**config.mk**
```make
export PLATFORM = sky130hd
export DESIGN_NAME = axi_read_ctrl
export DESIGN_NICKNAME = d
export VERILOG_FILES = /design/src/axi_mem_pkg.sv /design/src/axi_read_ctrl.sv
export SDC_FILE = /design/constraint.sdc
export NUM_CORES = 1
export LEC_CHECK = 0
export ABC_AREA = 1
export BUFFER_PORTS_ARGS = -buffer_cell sky130_fd_sc_hd__buf_2
export CORE_MARGIN = 10
export CORE_UTILIZATION = 25
export CTS_BUF_LIST = sky130_fd_sc_hd__clkbuf_2
export CTS_CLUSTER_DIAMETER = 200
export CTS_CLUSTER_SIZE = 30
export DETAILED_ROUTE_END_ITERATION = 8
export GPL_ROUTABILITY_DRIVEN = 0
export GPL_TIMING_DRIVEN = 1
export SYNTH_ARGS = -nofsm -noshare
export SYNTH_HDL_FRONTEND = slang
export SYNTH_SLANG_ARGS = --single-unit
```
**constraint.sdc**
```tcl
create_clock -name clk -period 1.9 [get_ports clk]
set_input_delay 0.19 -clock clk [delete_from_list [all_inputs] [get_ports clk]]
set_output_delay 0.19 -clock clk [all_outputs]
set_load 0.02 [all_outputs]
```
**src/axi_mem_pkg.sv**
```systemverilog
`default_nettype none

package axi_mem_pkg;

  ////////////////////////////////////////
  // widths and depth
  ////////////////////////////////////////

  // one AXI data word
  localparam int data_w = 32;
  // one strobe bit per byte lane
  localparam int strb_w = data_w / 8;
  // AXI byte address
  localparam int addr_w = 32;

  // on-chip memory size in words
  localparam int mem_depth = 1024;
  localparam int word_addr_w = $clog2(mem_depth);

  // byte offset bits below the word index
  localparam int byte_off_w = $clog2(strb_w);

  ////////////////////////////////////////
  // burst codes
  ////////////////////////////////////////

  // WRAP (2'b10) is not supported
  localparam logic [1:0] burst_fixed = 2'd0;
  localparam logic [1:0] burst_incr  = 2'd1;

  ////////////////////////////////////////
  // channel payloads
  ////////////////////////////////////////

  // read request as held in the AR buffer
  typedef struct packed {
    logic [addr_w-1:0] addr;
    logic [7:0]        len;
    logic [1:0]        burst;
  } ar_payload_t;

  // one read beat as held in the R buffer
  typedef struct packed {
    logic [data_w-1:0] data;
    logic              last;
  } r_payload_t;

endpackage

`default_nettype wire

```
**src/axi_read_ctrl.sv**
```systemverilog
`timescale 1ns/1ps
`default_nettype none

module axi_read_ctrl import axi_mem_pkg::*; (
  input  logic                   clk,
  input  logic                   rst_n,
  // request from the AR buffer
  input  logic                   req_valid,
  output logic                   req_ready,
  input  ar_payload_t            req,
  // memory read port
  output logic                   mem_re,
  output logic [word_addr_w-1:0] mem_raddr,
  // beat entering the R buffer, one cycle after mem_re
  output logic                   beat_valid,
  output logic                   beat_last,
  // R handshake at the top, frees one credit
  input  logic                   beat_taken
);

  // burst in progress
  logic                   active;
  // current beat address as a word index
  logic [word_addr_w-1:0] addr_q;
  logic [word_addr_w-1:0] addr_next;
  // beats left after the current one
  logic [7:0]             left_q;
  logic [1:0]             burst_q;
  // beats in memory stage plus beats held in R buffer
  logic [1:0]             credit_q;
  logic                   issue;
  logic                   issue_last;
  logic                   load;

  ////////////////////////////////////////
  // issue and load decisions
  ////////////////////////////////////////

  // at most two beats past the issue point
  assign issue      = active && (credit_q < 2'd2);
  assign issue_last = issue && (left_q == 8'd0);

  // next request may load on the edge of the final issue
  assign req_ready = !active || issue_last;
  assign load      = req_valid && req_ready;

  assign mem_re    = issue;
  assign mem_raddr = addr_q;

  // next beat address
  always_comb begin
    case (burst_q)
      burst_fixed: addr_next = addr_q;
      // word index rolls over at mem_depth on its own
      burst_incr:  addr_next = addr_q + 1'b1;
      // wrap and reserved codes repeat the word
      default:     addr_next = addr_q;
    endcase
  end

  ////////////////////////////////////////
  // control state
  ////////////////////////////////////////

  always_ff @(posedge clk or negedge rst_n) begin
    if (!rst_n) begin
      active     <= 1'b0;
      credit_q   <= 2'd0;
      beat_valid <= 1'b0;
      beat_last  <= 1'b0;
    end else begin
      if (load) begin
        active <= 1'b1;
      end else if (issue_last) begin
        active <= 1'b0;
      end
      // issue takes a credit, an R handshake returns one
      credit_q <= credit_q + {1'b0, issue} - {1'b0, beat_taken};
      // line up with the registered memory read
      beat_valid <= issue;
      beat_last  <= issue_last;
    end
  end

  ////////////////////////////////////////
  // burst walker
  ////////////////////////////////////////

  always_ff @(posedge clk) begin
    if (load) begin
      // byte offset dropped, size is always a full word
      addr_q  <= req.addr[byte_off_w +: word_addr_w];
      left_q  <= req.len;
      burst_q <= req.burst;
    end else if (issue) begin
      addr_q <= addr_next;
      left_q <= left_q - 8'd1;
    end
  end

endmodule

`default_nettype wire

```
==> metrics.yaml <==
timing:
  worstMarginPinSlew_ns: 0.367
  min_period_ns: 1.72
  fin_hold_ws_ns: 0.122
  finalSetupViolations: 0
  finalWorstSetupSlack_ns: 0.182
  fmax_mhz: 582
  finalSetupTns_ns: 0
  skew_ns: 0.0220
  rsz0062_at_grt: "no"
  drv_slew: 0
  final_hold_viol_count: 0
  post-route-period-util_pct: 90.4
  worst_slew_margin_rel_pct: 75.5
logic_synthesis:
  yosysTopAreaCell: "edfxtp_1"
  synth-edff-count: 20
  syn_nets: 225
  synth-seq-area-share_pct: 48.0
  ys_ff_latch: 25
  yosysWarnings: 0
  syn_inst: 175
  netlist_area_um2: 1510
  async_reset_ff_share_pct: 20.0
  synthDistinctLibCells: 20
  syn_avg_cell_area_um2: 8.64
  yosys-top-cells-area: "edfxtp_1, nand2_1, dfrtp_1"
  ys.flop_type: "edfxtp_1"
  synth_top_area_share_pct: 39.7
worst_setup_path:
  end_kind: "output pin"
  slowest_delay_ns: 0.50
  cp.arrival_ns: 1.53
  cp-start-kind: "flip-flop"
  crit_chain: "nor2_2 > nand2_4 > nor2_4 > nand2_2 > nand2_4 > buf_8"
  cp.required_ns: 1.71
  crit_fanout: 4
  crit_type: "flip-flop to output pin"
  critical_path.most_common_cell: "nand2_4"
  crit_slowest_cell: "edfxtp_1"
grt:
  antenna_found_initial: 0
  grt_first_pass_wirelength_um: 6090
  grtUsageTotal_pct: 7.58
  grt-ovfl-total: 0
  grt_pass1_vias: 1235
  grt_max_degree: 19
floorplan:
  die_h_um: 97.8
  fp.dieW_um: 97.8
  initial_core_util_pct: 25.7
  dieArea_um2: 9560
  core_um2: 5890
  io_pins: 60
  core.rowCount: 28
layout:
  drive_gt1_share_pct: 29.0
  antenna_cells: 0
  finalInstanceArea_um2: 1920
  area_growth_pct: 27.0
  final_util_pct: 32.6
  final_nets: 275
clock_tree:
  cts_tree: "yes"
  htreeDepth: 1
  path_clk_slew_ns: 0.24
  cts_root_buf: "clkbuf_2"
  clock_path_buffers: 2
  clock-sinks: 25
  cts_inserted_buffers: 3
  insertion_delay_ns: 0.34
drt:
  dr.pass1.iters: 5
  wire_per_inst_um: 12.0
  viasPerCell: 4.14
  drtAntennaViolNets: 0
  vias: 1238
  first_iter_violations: 58
  drc: 0
  wl_um: 3600
min_path:
  min_path_type: "input pin to flip-flop"
place:
  dp_slack_ns: 0.189
  portBuffers: 37
  hpwl_um: 2670
  placed_cell_area_um2: 1770
run_status:
  status: "completed"
pwr:
  vdd_drop_max_v: 0.000474
  power.leakage_nw: 0.970
  powerDensity_nw_per_um2: 1480
run:
  drv_cap: 0
-- area by class of cell --
class | instances | area [µm²]
fillers | 655 | 3970
flip-flops and latches | 25 | 726
multi-input cells | 124 | 661
repair buffers | 51 | 345
well taps | 75 | 93.8
inverters | 20 | 75.1
clock buffers | 4 | 20.0
-- stage by stage --
step	power, W	cells
3_5_place_dp	0.00245	286
3_3_place_gp	0.00241	286
2_1_floorplan	0.00209	175
4_1_cts	0.00282	293
6_report	0.00283	299
5_1_grt	0.00313	299
-- cell usage after synthesis (3+ instances only) --
master / count
inv_1: 20
nor2_1: 9
dfrtp_1: 5
nand3b_1: 3
xor2_1: 8
edfxtp_1: 20
nand2_1: 63
nand3_1: 21
nand2_2: 4
buf_6: 3
ha_1: 4
-- where the power goes --
group / internal, W / switching, W
Sequential: 0.000943 / 0.000151
Clock: 0.0000556 / 0.000156
Combinational: 0.000633 / 0.000894
Total: 0.00163 / 0.00120
-- flip-flops by register name, indices dropped and copies added, names as in the netlist --
| register | cells |
|---|---|
| burst_q | 2 |
| beat_valid | 1 |
| credit_q | 2 |
| mem_raddr | 10 |
| beat_last | 1 |
| active | 1 |
| left_q | 8 |
-- kinds of logic after synthesis --
group / synth area share (%)
flops: 48.0
simple gates: 32.8
compound gates: 0.662
xor+xnor: 5.79
fa+ha+maj: 3.31
buf+inv: 9.51
-- worst max-delay path: cells and delay by family, from the launching register on --
| kind | cells | cell delay (ns) |
|---|---|---|
| DFF | 1 | 0.50 |
| and+or+nand+nor | 5 | 0.56 |
| buffers and inverters | 1 | 0.12 |
-- placed cells by master, fill, tap and decap left out, types with 3 or more instances in the layout --
cell type and count:
clkbuf_2 4, nand2_1 63, nand2_2 3, buf_2 36
dlygate4sd3_1 3, ha_1 3, buf_4 9, dfrtp_1 5
nor2_1 9, nand3b_1 3, edfxtp_1 20, nand2_4 3
xor2_1 8, nand3_1 21, inv_1 18
-- worst paths after layout --
check | startpoint | end | slack [ns] | depth (start not counted)
max | left_q[3] | req_ready | 0.18 | 6
min | req[7] | left_q[5] | 0.12 | 3
max reg2reg | left_q[3] | left_q[7] | 0.19 | 7
min reg2reg | credit_q[1] | credit_q[1] | 0.56 | 2
max in group asynchronous | rst_n | beat_valid | 1.61 | 2
min in group asynchronous | rst_n | credit_q[0] | 0.14 | 2
-- what timing repair did --
item | in CTS | in global routing
hold endpoints to repair | 5 | 2
pin swaps | 0 | 3
setup buffers | 1 | 5
hold buffers | 1 | 2
gates cloned | 1 | 0
resized for setup | 6 | 5
setup endpoints to repair | 1 | 1
-- per-layer routing --
layer / part of all wire [%] / GRT usage [%] / vias to the layer above / wire length, µm
li1: - / - / 656 / -
met1: 46 / 9.20 / 555 / 1660
met2: 47 / 12.2 / 25 / 1690
met3: 5.6 / 2.40 / 2 / 203
met4: 1.2 / 3.02 / 0 / 44
met5: 0 / 0 / - / 0
No activity file was read; power rests on OpenSTA's default activity.
