### src/axi_chan_reg.sv
`timescale 1ns/1ps
`default_nettype none

module axi_chan_reg #(
  parameter type payload_t = logic
) (
  input  logic     clk,
  input  logic     rst_n,
  // upstream side
  input  logic     in_valid,
  output logic     in_ready,
  input  payload_t in_data,
  // downstream side
  output logic     out_valid,
  input  logic     out_ready,
  output payload_t out_data
);

  // main entry drives the output, skid entry catches the overflow
  logic     main_v;
  logic     skid_v;
  payload_t main_q;
  payload_t skid_q;
  logic     push;
  logic     pop;

  // ready comes from a flop only, so no comb path to out_ready
  assign in_ready  = !skid_v;
  assign out_valid = main_v;
  assign out_data  = main_q;

  assign push = in_valid && in_ready;
  assign pop  = main_v && out_ready;

  // occupancy
  always_ff @(posedge clk or negedge rst_n) begin
    if (!rst_n) begin
      main_v <= 1'b0;
      skid_v <= 1'b0;
    end else if (!main_v || pop) begin
      // main slot frees up, refill from skid first
      if (skid_v) begin
        main_v <= 1'b1;
        skid_v <= 1'b0;
      end else begin
        main_v <= push;
      end
    end else if (push) begin
      // output stalled, park in skid
      skid_v <= 1'b1;
    end
  end

  // payload path, same decisions as above
  always_ff @(posedge clk) begin
    if (!main_v || pop) begin
      if (skid_v) begin
        main_q <= skid_q;
      end else if (push) begin
        main_q <= in_data;
      end
    end else if (push) begin
      skid_q <= in_data;
    end
  end

endmodule

`default_nettype wire

### config.mk
export PLATFORM = sky130hd
export DESIGN_NAME = axi_chan_reg
export DESIGN_NICKNAME = d
export VERILOG_FILES = /design/src/axi_chan_reg.sv
export SDC_FILE = /design/constraint.sdc
export NUM_CORES = 1
export LEC_CHECK = 0
export BUFFER_PORTS_ARGS = -buffer_cell sky130_fd_sc_hd__buf_2
export CAP_MARGIN = 40
export CORE_AREA = 4 4 41 43
export CTS_BUF_LIST = sky130_fd_sc_hd__clkbuf_8
export DETAILED_ROUTE_END_ITERATION = 7
export DIE_AREA = 0 0 45 47
export PLACE_DENSITY = 0.3
export SETUP_SLACK_MARGIN = 0.05
export SLEW_MARGIN = 30
export SYNTH_ARGS = -nofsm -noshare
export SYNTH_HDL_FRONTEND = slang
export SYNTH_SLANG_ARGS = --single-unit
### constraint.sdc
create_clock -name clk -period 1.25 [get_ports clk]
set_clock_uncertainty 0.15 [all_clocks]
set_input_delay 0.125 -clock clk [delete_from_list [all_inputs] [get_ports clk]]
set_output_delay 0.125 -clock clk [all_outputs]
set_load 0.03 [all_outputs]
==> results of run 1 <==
## area by class of cell
cell class | instances | area [µm²]
flip-flops and latches | 4 | 111
clock buffers | 3 | 41.3
multi-input cells | 7 | 55.1
clock inverters | 1 | 3.75
repair buffers | 9 | 55.1
fillers | 157 | 1010
inverters | 1 | 3.75
well taps | 15 | 18.8
## placed cells by master (no fill, tap or decap), drive strengths merged
cell,n
nor3b,1
dfrtp,2
nand2,1
buf,7
o21a,1
nand2b,1
clkbuf,3
mux2,1
dlygate4sd3,2
inv,2
edfxtp,2
nor2,2
## cell families after synthesis
| kind of cell | share of synthesized area |
|---|---|
| AO/OA/AOI/OAI | 0.0445 |
| buffers and inverters | 0.0222 |
| flip-flops | 0.652 |
| multiplexers | 0.0889 |
| AND/OR/NAND/NOR | 0.193 |
## through the flow
step	util	std cells	worst slack [ps]	total power, mW	cell area (µm²)
2_1_floorplan	-	12	74.9	0.193	170
3_3_place_gp	0.172	34	127	0.212	224
3_5_place_dp	0.172	34	129	0.212	224
4_1_cts	0.222	40	84.4	0.507	289
5_1_grt	0.222	40	56.1	0.526	289
6_report	0.222	40	96.4	0.493	289
## power by group through the flow
stage / clock network, mW / logic (mW) / registers [mW]
finish: 0.279 / 0.0568 / 0.158
global route: 0.306 / 0.0607 / 0.159
CTS: 0.291 / 0.0582 / 0.158
detailed placement: 0 / 0.0527 / 0.159
global placement: 0 / 0.0535 / 0.159
floorplan: 0 / 0.0239 / 0.170
## registers in the layout, summed over array words and instances, names as in the netlist
name / flops
skid_v: 1
out_valid: 1
skid_q: 1
out_data: 1
## worst max-delay path by stage
| stage | from | end | slack (ps) | cells after the start |
|---|---|---|---|---|
| after floorplan | out_valid$_DFFE_PN0P_ | skid_q$_DFFE_PP_ | 70 | 2 |
| after global placement | skid_v$_DFFE_PN0P_ | out_data$_DFFE_PP_ | 130 | 1 |
| after detailed placement | skid_v$_DFFE_PN0P_ | out_data$_DFFE_PP_ | 130 | 1 |
| after CTS | skid_v$_DFFE_PN0P_ | in_ready | 80 | 2 |
| after global routing | skid_v$_DFFE_PN0P_ | in_ready | 60 | 2 |
| final | skid_v$_DFFE_PN0P_ | in_ready | 100 | 2 |
## what timing repair did
action                     4_1_cts  5_1_grt
hold endpoints to repair         3        0
buffers inserted                 0        0
hold buffers                     2        0
setup endpoints to repair        0        0
## per-layer routing
layer / up-vias / wire length, µm / share of wire / track usage
met3: 0 / 47 / 0.14 / 0.0498
met1: 59 / 147 / 0.43 / 0.0391
met2: 6 / 147 / 0.43 / 0.0565
li1: 66 / - / - / -
met5: - / 0 / 0 / 0
met4: 0 / 0 / 0 / 0.0526
==> impl_metrics.toml, run 1 <==
[floorplan]
std_cell_rows = 13
start_util = 0.130
die_width_um = 45
coreArea_um2 = 1300
die_h_um = 47
design.die.area_um2 = 2120
pin_count = 8

[cts]
clkSinkCount = 4
cts_max_level = 1
cts_buffers = 3
clockRootBuffer = "clkbuf_8"
clock_tree.buffer_depth = 2
clkTransAtPathRegs_ps = 30
cts_tree = "built"
cts_resized = 0
clock_latency_ps = 210

[logic_synthesis]
synthTopCellsByCount = "dfrtp_1 (2), edfxtp_1 (2), nor2_1 (2)"
syn-num-nets = 17
async_flop_share = 0.500
yosysTopAreaCell = "edfxtp_1"
synth_seq_cells = 4
syn-cell-area_um2 = 169
ys_seq_area_frac = 0.652
synthFlopType = "edfxtp_1"
synth.distinct_cells = 9
synth_edf_count = 2
ys_warn_count = 0
synth_cells = 12
synth_top_area_frac = 0.356
syn_area_per_cell_um2 = 14.1
synth.area.top_cells = "edfxtp_1 (36%), dfrtp_1 (30%), mux2_4 (8.9%)"

[critical_path]
critical-path-max-stage-delay_ps = 410
worstPathArrival_ps = 880
path_class = "reg -> out"
worst_r2r_endpoint = "out_data$_DFFE_PP_"
slowest_stage = "dfrtp_1"
critical_path_required_ps = 980
crit_buf_inv = 2
rr_startpoint = "skid_v$_DFFE_PN0P_"
r2r.worst_path.cells = 1
r2r_slack_ps = 130
cp_top_family = "flip-flops"
start_kind = "flop"
cp_max_fo = 5
cp-end-kind = "primary output"
crit_path_cell_trace = "inv_1 > buf_2"

[drt]
vias = 131
finalWirelength_um = 341
drc = 0
drt_iter0_drc = 2
vias_per_cell = 3.28
wl_per_cell_um = 8.53
ant_nets = 0
firstDrtPassIters = 2

[sta]
holdWs_ps = 2.11
setup_viol = 0
fin_crit_sh = 0.923
rsz0062_at_grt = "false"
hold_viol = 0
timing.fmax_ghz = 0.867
min_period_ps = 1150
max_slew_margin = 0.869
setup_tns_ps = 0
slew_viol_final = 0
tightest_slew_ps = 196

[placed_design]
io_buffers = 7
place_congestion = 0.651
hpwl_um = 243

[global_route]
grt_antenna_before_repair = 0
grt_max_degree = 6
grt_pass1_wl_um = 579
grtUsageTotal = 0.0468
grt_pass1_vias = 136
gr-total-overflow = 0

[pwr]
p_comb_frac = 0.115
leakagePower_nw = 0.131
seqPwrFrac = 0.320
peakVddDrop_v = 0.000533
power_density_nw_per_um2 = 1710
internal_power_uw = 386
power_switching_uw = 107
swShare = 0.217
power.share.clock = 0.565

[final_layout]
layout-drive-gt1-share = 0.520
area_delta_synth_final_pct = 71.1
antenna_cells = 0
layout.nets = 31

[worst_hold_path]
worstHoldEndpoint = "out_valid$_DFFE_PN0P_"
min_path_cells = 3
worstHoldPathType = "in -> reg"
hp-start = "in_valid"

[flow_run]
cap_violations = 0

[status]
outcome = "complete, no violations"
(Power assumes the default switching activity.)
==> run 2: changes to the inputs <==
--- a/config.mk
+++ b/config.mk
@@ -5,6 +5,7 @@
 export SDC_FILE = /design/constraint.sdc
 export NUM_CORES = 1
 export LEC_CHECK = 0
+export ABC_AREA = 1
 export BUFFER_PORTS_ARGS = -buffer_cell sky130_fd_sc_hd__buf_2
 export CAP_MARGIN = 40
 export CORE_AREA = 4 4 41 43
==> constraint.sdc (replaced) <==
create_clock -name clk -period 1.3 [get_ports clk]
set_clock_uncertainty 0.15 [all_clocks]
set_input_delay 0.13 -clock clk [delete_from_list [all_inputs] [get_ports clk]]
set_output_delay 0.13 -clock clk [all_outputs]
set_load 0.03 [all_outputs]
==> run 2 against run 1 <==
Against the previous run: routed wire length fell by 1.8%; design area fell by 3.0%; die area stayed put; first-iteration DRC count increased by 50%; cell count rose by 13%; synthesized cell count up 50%; flip-flop and latch count unchanged; sequential power fell by 6%; critical path type unchanged.
==> impl_metrics.toml, run 2 <==
[logic_synthesis]
yosysTopAreaCell = "edfxtp_1"
synth_top_area_frac = 0.364
syn-num-nets = 23
syn-cell-area_um2 = 165
synth_cells = 18
ys_warn_count = 0
async_flop_share = 0.500
synth.most_common_cell = "nand2_1"
synth_seq_cells = 4
synth_edf_count = 2
synth.area.top_cells = "edfxtp_1 (36%), dfrtp_1 (30%), nand2_1 (14%)"
synthTopCellsByCount = "nand2_1 (6), nor2_1 (4), dfrtp_1 (2), edfxtp_1 (2), inv_1 (2)"
synthFlopType = "edfxtp_1"
synth.distinct_cells = 7
syn_area_per_cell_um2 = 9.18
ys_seq_area_frac = 0.667

[drt]
firstDrtPassIters = 3
drc = 0
ant_nets = 0
vias = 142
drt_iter0_drc = 3
finalWirelength_um = 335
wl_per_cell_um = 7.44
vias_per_cell = 3.16

[critical_path]
critical-path-max-stage-delay_ps = 390
slowest_stage = "dfrtp_1"
path_class = "reg -> out"
start_kind = "flop"
crit_path_cell_trace = "inv_2 > buf_2"
cp_max_fo = 3
cp_top_family = "flip-flops"
crit_buf_inv = 2
critical_path_required_ps = 1020
cp-end-kind = "primary output"
worstPathArrival_ps = 870

[floorplan]
start_util = 0.127
die_h_um = 47
coreArea_um2 = 1300
design.die.area_um2 = 2120
die_width_um = 45
std_cell_rows = 13
pin_count = 8

[pwr]
peakVddDrop_v = 0.000547
power.share.clock = 0.556
power_density_nw_per_um2 = 1640
swShare = 0.212
leakagePower_nw = 0.140
power_uw = 459
seqPwrFrac = 0.326
internal_power_uw = 361
power_switching_uw = 97.0
p_comb_frac = 0.119

[final_layout]
seq_area_um2 = 110
area_delta_synth_final_pct = 69.7
layout.nets = 37
fin_area_um2 = 280
layout.cells.non_filler = 45
antenna_cells = 0
fillers = 147
mostFrequentLayoutCells = "buf_2 (7), nand2_1 (6), nor2_1 (4), clkbuf_8 (3)"
layout_commonest_cell = "buf_2"
multiInputGateArea_um2 = 43.8
layout-drive-gt1-share = 0.400

[placed_design]
placed_cell_area_um2 = 219
placedCellCount = 40
place_congestion = 0.659
io_buffers = 7

[global_route]
grt_max_degree = 4
grt_antenna_before_repair = 0
grt_pass1_wl_um = 545
grtUsageTotal = 0.0436
gr-total-overflow = 0
grt_pass1_vias = 137

[sta]
fin_crit_sh = 0.881
setup_tns_ps = 0
timing.fmax_ghz = 0.873
max_slew_margin = 0.895
slew_viol_final = 0
tightest_slew_ps = 158
rsz0062_at_grt = "false"
holdWs_ps = 8.53
setup_viol = 0
min_period_ps = 1150
hold_viol = 0

[flow_run]
cap_violations = 0

[cts]
cts_buffers = 3
clock_latency_ps = 210
cts_resized = 0
cts_max_level = 1
clockRootBuffer = "clkbuf_8"
clkSinkCount = 4
clkTransAtPathRegs_ps = 30
clock_tree.buffer_depth = 2
cts_tree = "built"

[status]
outcome = "complete, no violations"

[worst_hold_path]
worstHoldPathType = "in -> reg"
==> run 2: kinds of logic (layout without fill, tap and decap cells) <==
logic type / count (synthesis) / in the layout / share of synthesized area
and+or+nand+nor: 11 / 11 / 0.265
DFF: 4 / 4 / 0.667
buffers and inverters: 3 / 15 / 0.0682
==> run 2: tightest hold or removal path: cells and delay by family <==
kind	cells	cell delay, ps
buffers and inverters	1	100
and+or+nand+nor	2	100
==> run 2: layout make-up <==
type / count / area share
multi-input cells: 11 / 0.156
repair buffers: 9 / 0.196
clock buffers: 3 / 0.147
inverters: 3 / 0.0402
well taps: 15 / 0.0670
flip-flops and latches: 4 / 0.393
==> run 2: repair_timing <==
item                                   4_1_cts  5_1_grt
hold buffers                                 2        0
endpoints found under the hold margin        3        0
buffers inserted                             0        0
==> run 2: power by group through the flow <==
| stage | Clock (mW) | Sequential (mW) | Combinational, mW |
|---|---|---|---|
| floorplan | 0 | 0.162 | 0.0211 |
| global placement | 0 | 0.151 | 0.0506 |
| detailed placement | 0 | 0.151 | 0.0514 |
| CTS | 0.263 | 0.149 | 0.0560 |
| global route | 0.270 | 0.150 | 0.0612 |
| finish | 0.255 | 0.149 | 0.0544 |
==> run 2: metrics by stage <==
stage	setup slack [ps]	utilization
detailed placement	247	0.168
global route	126	0.215
finish	154	0.215
global placement	264	0.168
floorplan	108	-
CTS	144	0.215
==> run 2: path summary, 6_finish.rpt <==
| check | startpoint | to | slack, ps | depth (start not counted) |
|---|---|---|---|---|
| min in group asynchronous | rst_n | out_valid$_DFFE_PN0P_ | 70 | 2 |
| worst max register to register | skid_v$_DFFE_PN0P_ | skid_q$_DFFE_PP_ | 250 | 3 |
| worst max-delay path | skid_v$_DFFE_PN0P_ | in_ready | 150 | 2 |
| worst min register to register | skid_q$_DFFE_PP_ | out_data$_DFFE_PP_ | 380 | 2 |
| max in group asynchronous | rst_n | skid_v$_DFFE_PN0P_ | 830 | 2 |
| worst min-delay path | in_valid | out_valid$_DFFE_PN0P_ | 9 | 3 |
==> run 2: per-layer routing <==
layer	vias to the layer above	global-route usage	wire length (µm)
met5	-	0	0
met4	0	0.0526	0
met3	0	0.0383	38
met2	6	0.0565	169
met1	58	0.0367	128
li1	78	-	-
==> run 3: changes to the inputs <==
--- a/config.mk
+++ b/config.mk
@@ -8,11 +8,13 @@
 export ABC_AREA = 1
 export BUFFER_PORTS_ARGS = -buffer_cell sky130_fd_sc_hd__buf_2
 export CAP_MARGIN = 40
+export CELL_PAD_IN_SITES_DETAIL_PLACEMENT = 0
+export CELL_PAD_IN_SITES_GLOBAL_PLACEMENT = 1
 export CORE_AREA = 4 4 41 43
 export CTS_BUF_LIST = sky130_fd_sc_hd__clkbuf_8
 export DETAILED_ROUTE_END_ITERATION = 7
 export DIE_AREA = 0 0 45 47
-export PLACE_DENSITY = 0.3
+export PLACE_DENSITY = 0.35
 export SETUP_SLACK_MARGIN = 0.05
 export SLEW_MARGIN = 30
 export SYNTH_ARGS = -nofsm -noshare
==> run 3 against run 2 <==
Against the previous run: largest power group unchanged; maximum frequency down 1.1%; design area grew 1.3%; via count increased by 7.7%; critical endpoint unchanged; largest cell class unchanged; critical path type unchanged.
==> impl_metrics.toml, run 3 (same netlist as run 2, synthesis figures left out) <==
[final_layout]
layout.nets = 37
antenna_cells = 0
layout_commonest_cell = "buf_2"
layout-drive-gt1-share = 0.387
fin_area_um2 = 284
area_delta_synth_final_pct = 72.0
mostFrequentLayoutCells = "buf_2 (7), nand2_1 (6), nor2_1 (4), inv_1 (3), clkbuf_8 (3)"
fillers = 150

[global_route]
gr-total-overflow = 0
grt_pass1_vias = 163
grtUsageTotal = 0.0499
grt_max_degree = 4
grt_pass1_wl_um = 614
grt_antenna_before_repair = 0

[cts]
clkTransAtPathRegs_ps = 30
clock_latency_ps = 210
clock_tree.buffer_depth = 2
cts_resized = 0
cts_setup_buffers = 0
clockRootBuffer = "clkbuf_8"
cts_max_level = 1
cts_buffers = 3
clkSinkCount = 4
cts_tree = "built"

[critical_path]
worstPathArrival_ps = 880
cp_max_fo = 3
path_class = "reg -> out"
critical_path_required_ps = 1020
r2r.worst_path.cells = 3
crit_path_cell_trace = "inv_2 > buf_2"
slowest_stage = "dfrtp_1"
critical-path-max-stage-delay_ps = 400
cp-end-kind = "primary output"
start_kind = "flop"

[worst_hold_path]
min_path_cells = 3
worstHoldPathType = "in -> reg"

[drt]
highest_layer = "met3"
ant_nets = 0
vias = 153
firstDrtPassIters = 4
wl_per_cell_um = 8.52
drt_iter0_drc = 2
vias_per_cell = 3.33
dr_wl_met3_um = 65
finalWirelength_um = 392
drc = 0
wl_met1_um = 188
dr_wl_met2_um = 138

[sta]
setup_viol = 0
rsz0062_at_grt = "false"
timing.fmax_ghz = 0.863
slew_viol_final = 0
fin_crit_sh = 0.891
setup_tns_ps = 0
max_slew_margin = 0.895
fin_ws_ps = 142
min_period_ps = 1160
hold_viol = 0
tightest_slew_ps = 158

[placed_design]
io_buffers = 7
hpwl_um = 301
placed_cell_area_um2 = 219
post-place-ws_ps = 242
place_congestion = 0.660

[pwr]
leakagePower_nw = 0.145
power_density_nw_per_um2 = 1680
power_uw = 476
peakVddDrop_v = 0.000548

[floorplan]
design.die.area_um2 = 2120
std_cell_rows = 13
die_width_um = 45
start_util = 0.127
coreArea_um2 = 1300
die_h_um = 47
pin_count = 8

[flow_run]
cap_violations = 0

[status]
outcome = "complete, no violations"
==> run 3: final timing paths <==
kind / slack (ps) / startpoint / to
max in group asynchronous: 830 / rst_n / out_valid$_DFFE_PN0P_
min in group asynchronous: 80 / rst_n / skid_v$_DFFE_PN0P_
worst min register to register: 400 / skid_q$_DFFE_PP_ / out_data$_DFFE_PP_
worst max-delay path: 140 / skid_v$_DFFE_PN0P_ / in_ready
worst min-delay path: 10 / in_valid / out_valid$_DFFE_PN0P_
worst max register to register: 240 / skid_v$_DFFE_PN0P_ / skid_q$_DFFE_PP_
==> run 3: critical path, delay by kind of cell, from the launching register on <==
kind     cells  cell delay, ps
buf+inv      2             270
flops        1             400
==> run 3: report_power, final <==
part / switching, mW / total (mW) / internal (mW)
clock network: 0.0695 / 0.271 / 0.202
logic: 0.0351 / 0.0552 / 0.0200
registers: 0.00497 / 0.149 / 0.145
total: 0.110 / 0.476 / 0.366
==> run 3: stage by stage <==
step	hold slack, ps	utilization	std cells
after floorplan	-316	-	18
after detailed placement	-230	0.168	40
after global routing	11.7	0.218	46
after global placement	-231	0.168	40
after CTS	9.30	0.218	46
final	11.7	0.218	46
==> run 3: timing repair <==
| action | 4_1_cts | 5_1_grt |
|---|---|---|
| endpoints found under the setup margin | 0 | 0 |
| hold buffers | 2 | 0 |
| hold endpoints to repair | 3 | 0 |
==> run 3: layout make-up <==
| cell class | count | area [µm²] | share of cell area |
|---|---|---|---|
| flip-flops and latches | 4 | 110 | 0.388 |
| repair buffers | 9 | 55.1 | 0.194 |
| multi-input cells | 11 | 43.8 | 0.154 |
| clock buffers | 3 | 41.3 | 0.145 |
| well taps | 15 | 18.8 | 0.0661 |
| inverters | 3 | 11.3 | 0.0396 |
| clock inverters | 1 | 3.75 | 0.0132 |
==> run 3: per-layer routing <==
metal | vias to the layer above | global-route usage
li1 | 79 | -
met1 | 64 | 0.0390
met2 | 10 | 0.0593
met3 | 0 | 0.0728
met4 | 0 | 0.0351
met5 | - | 0
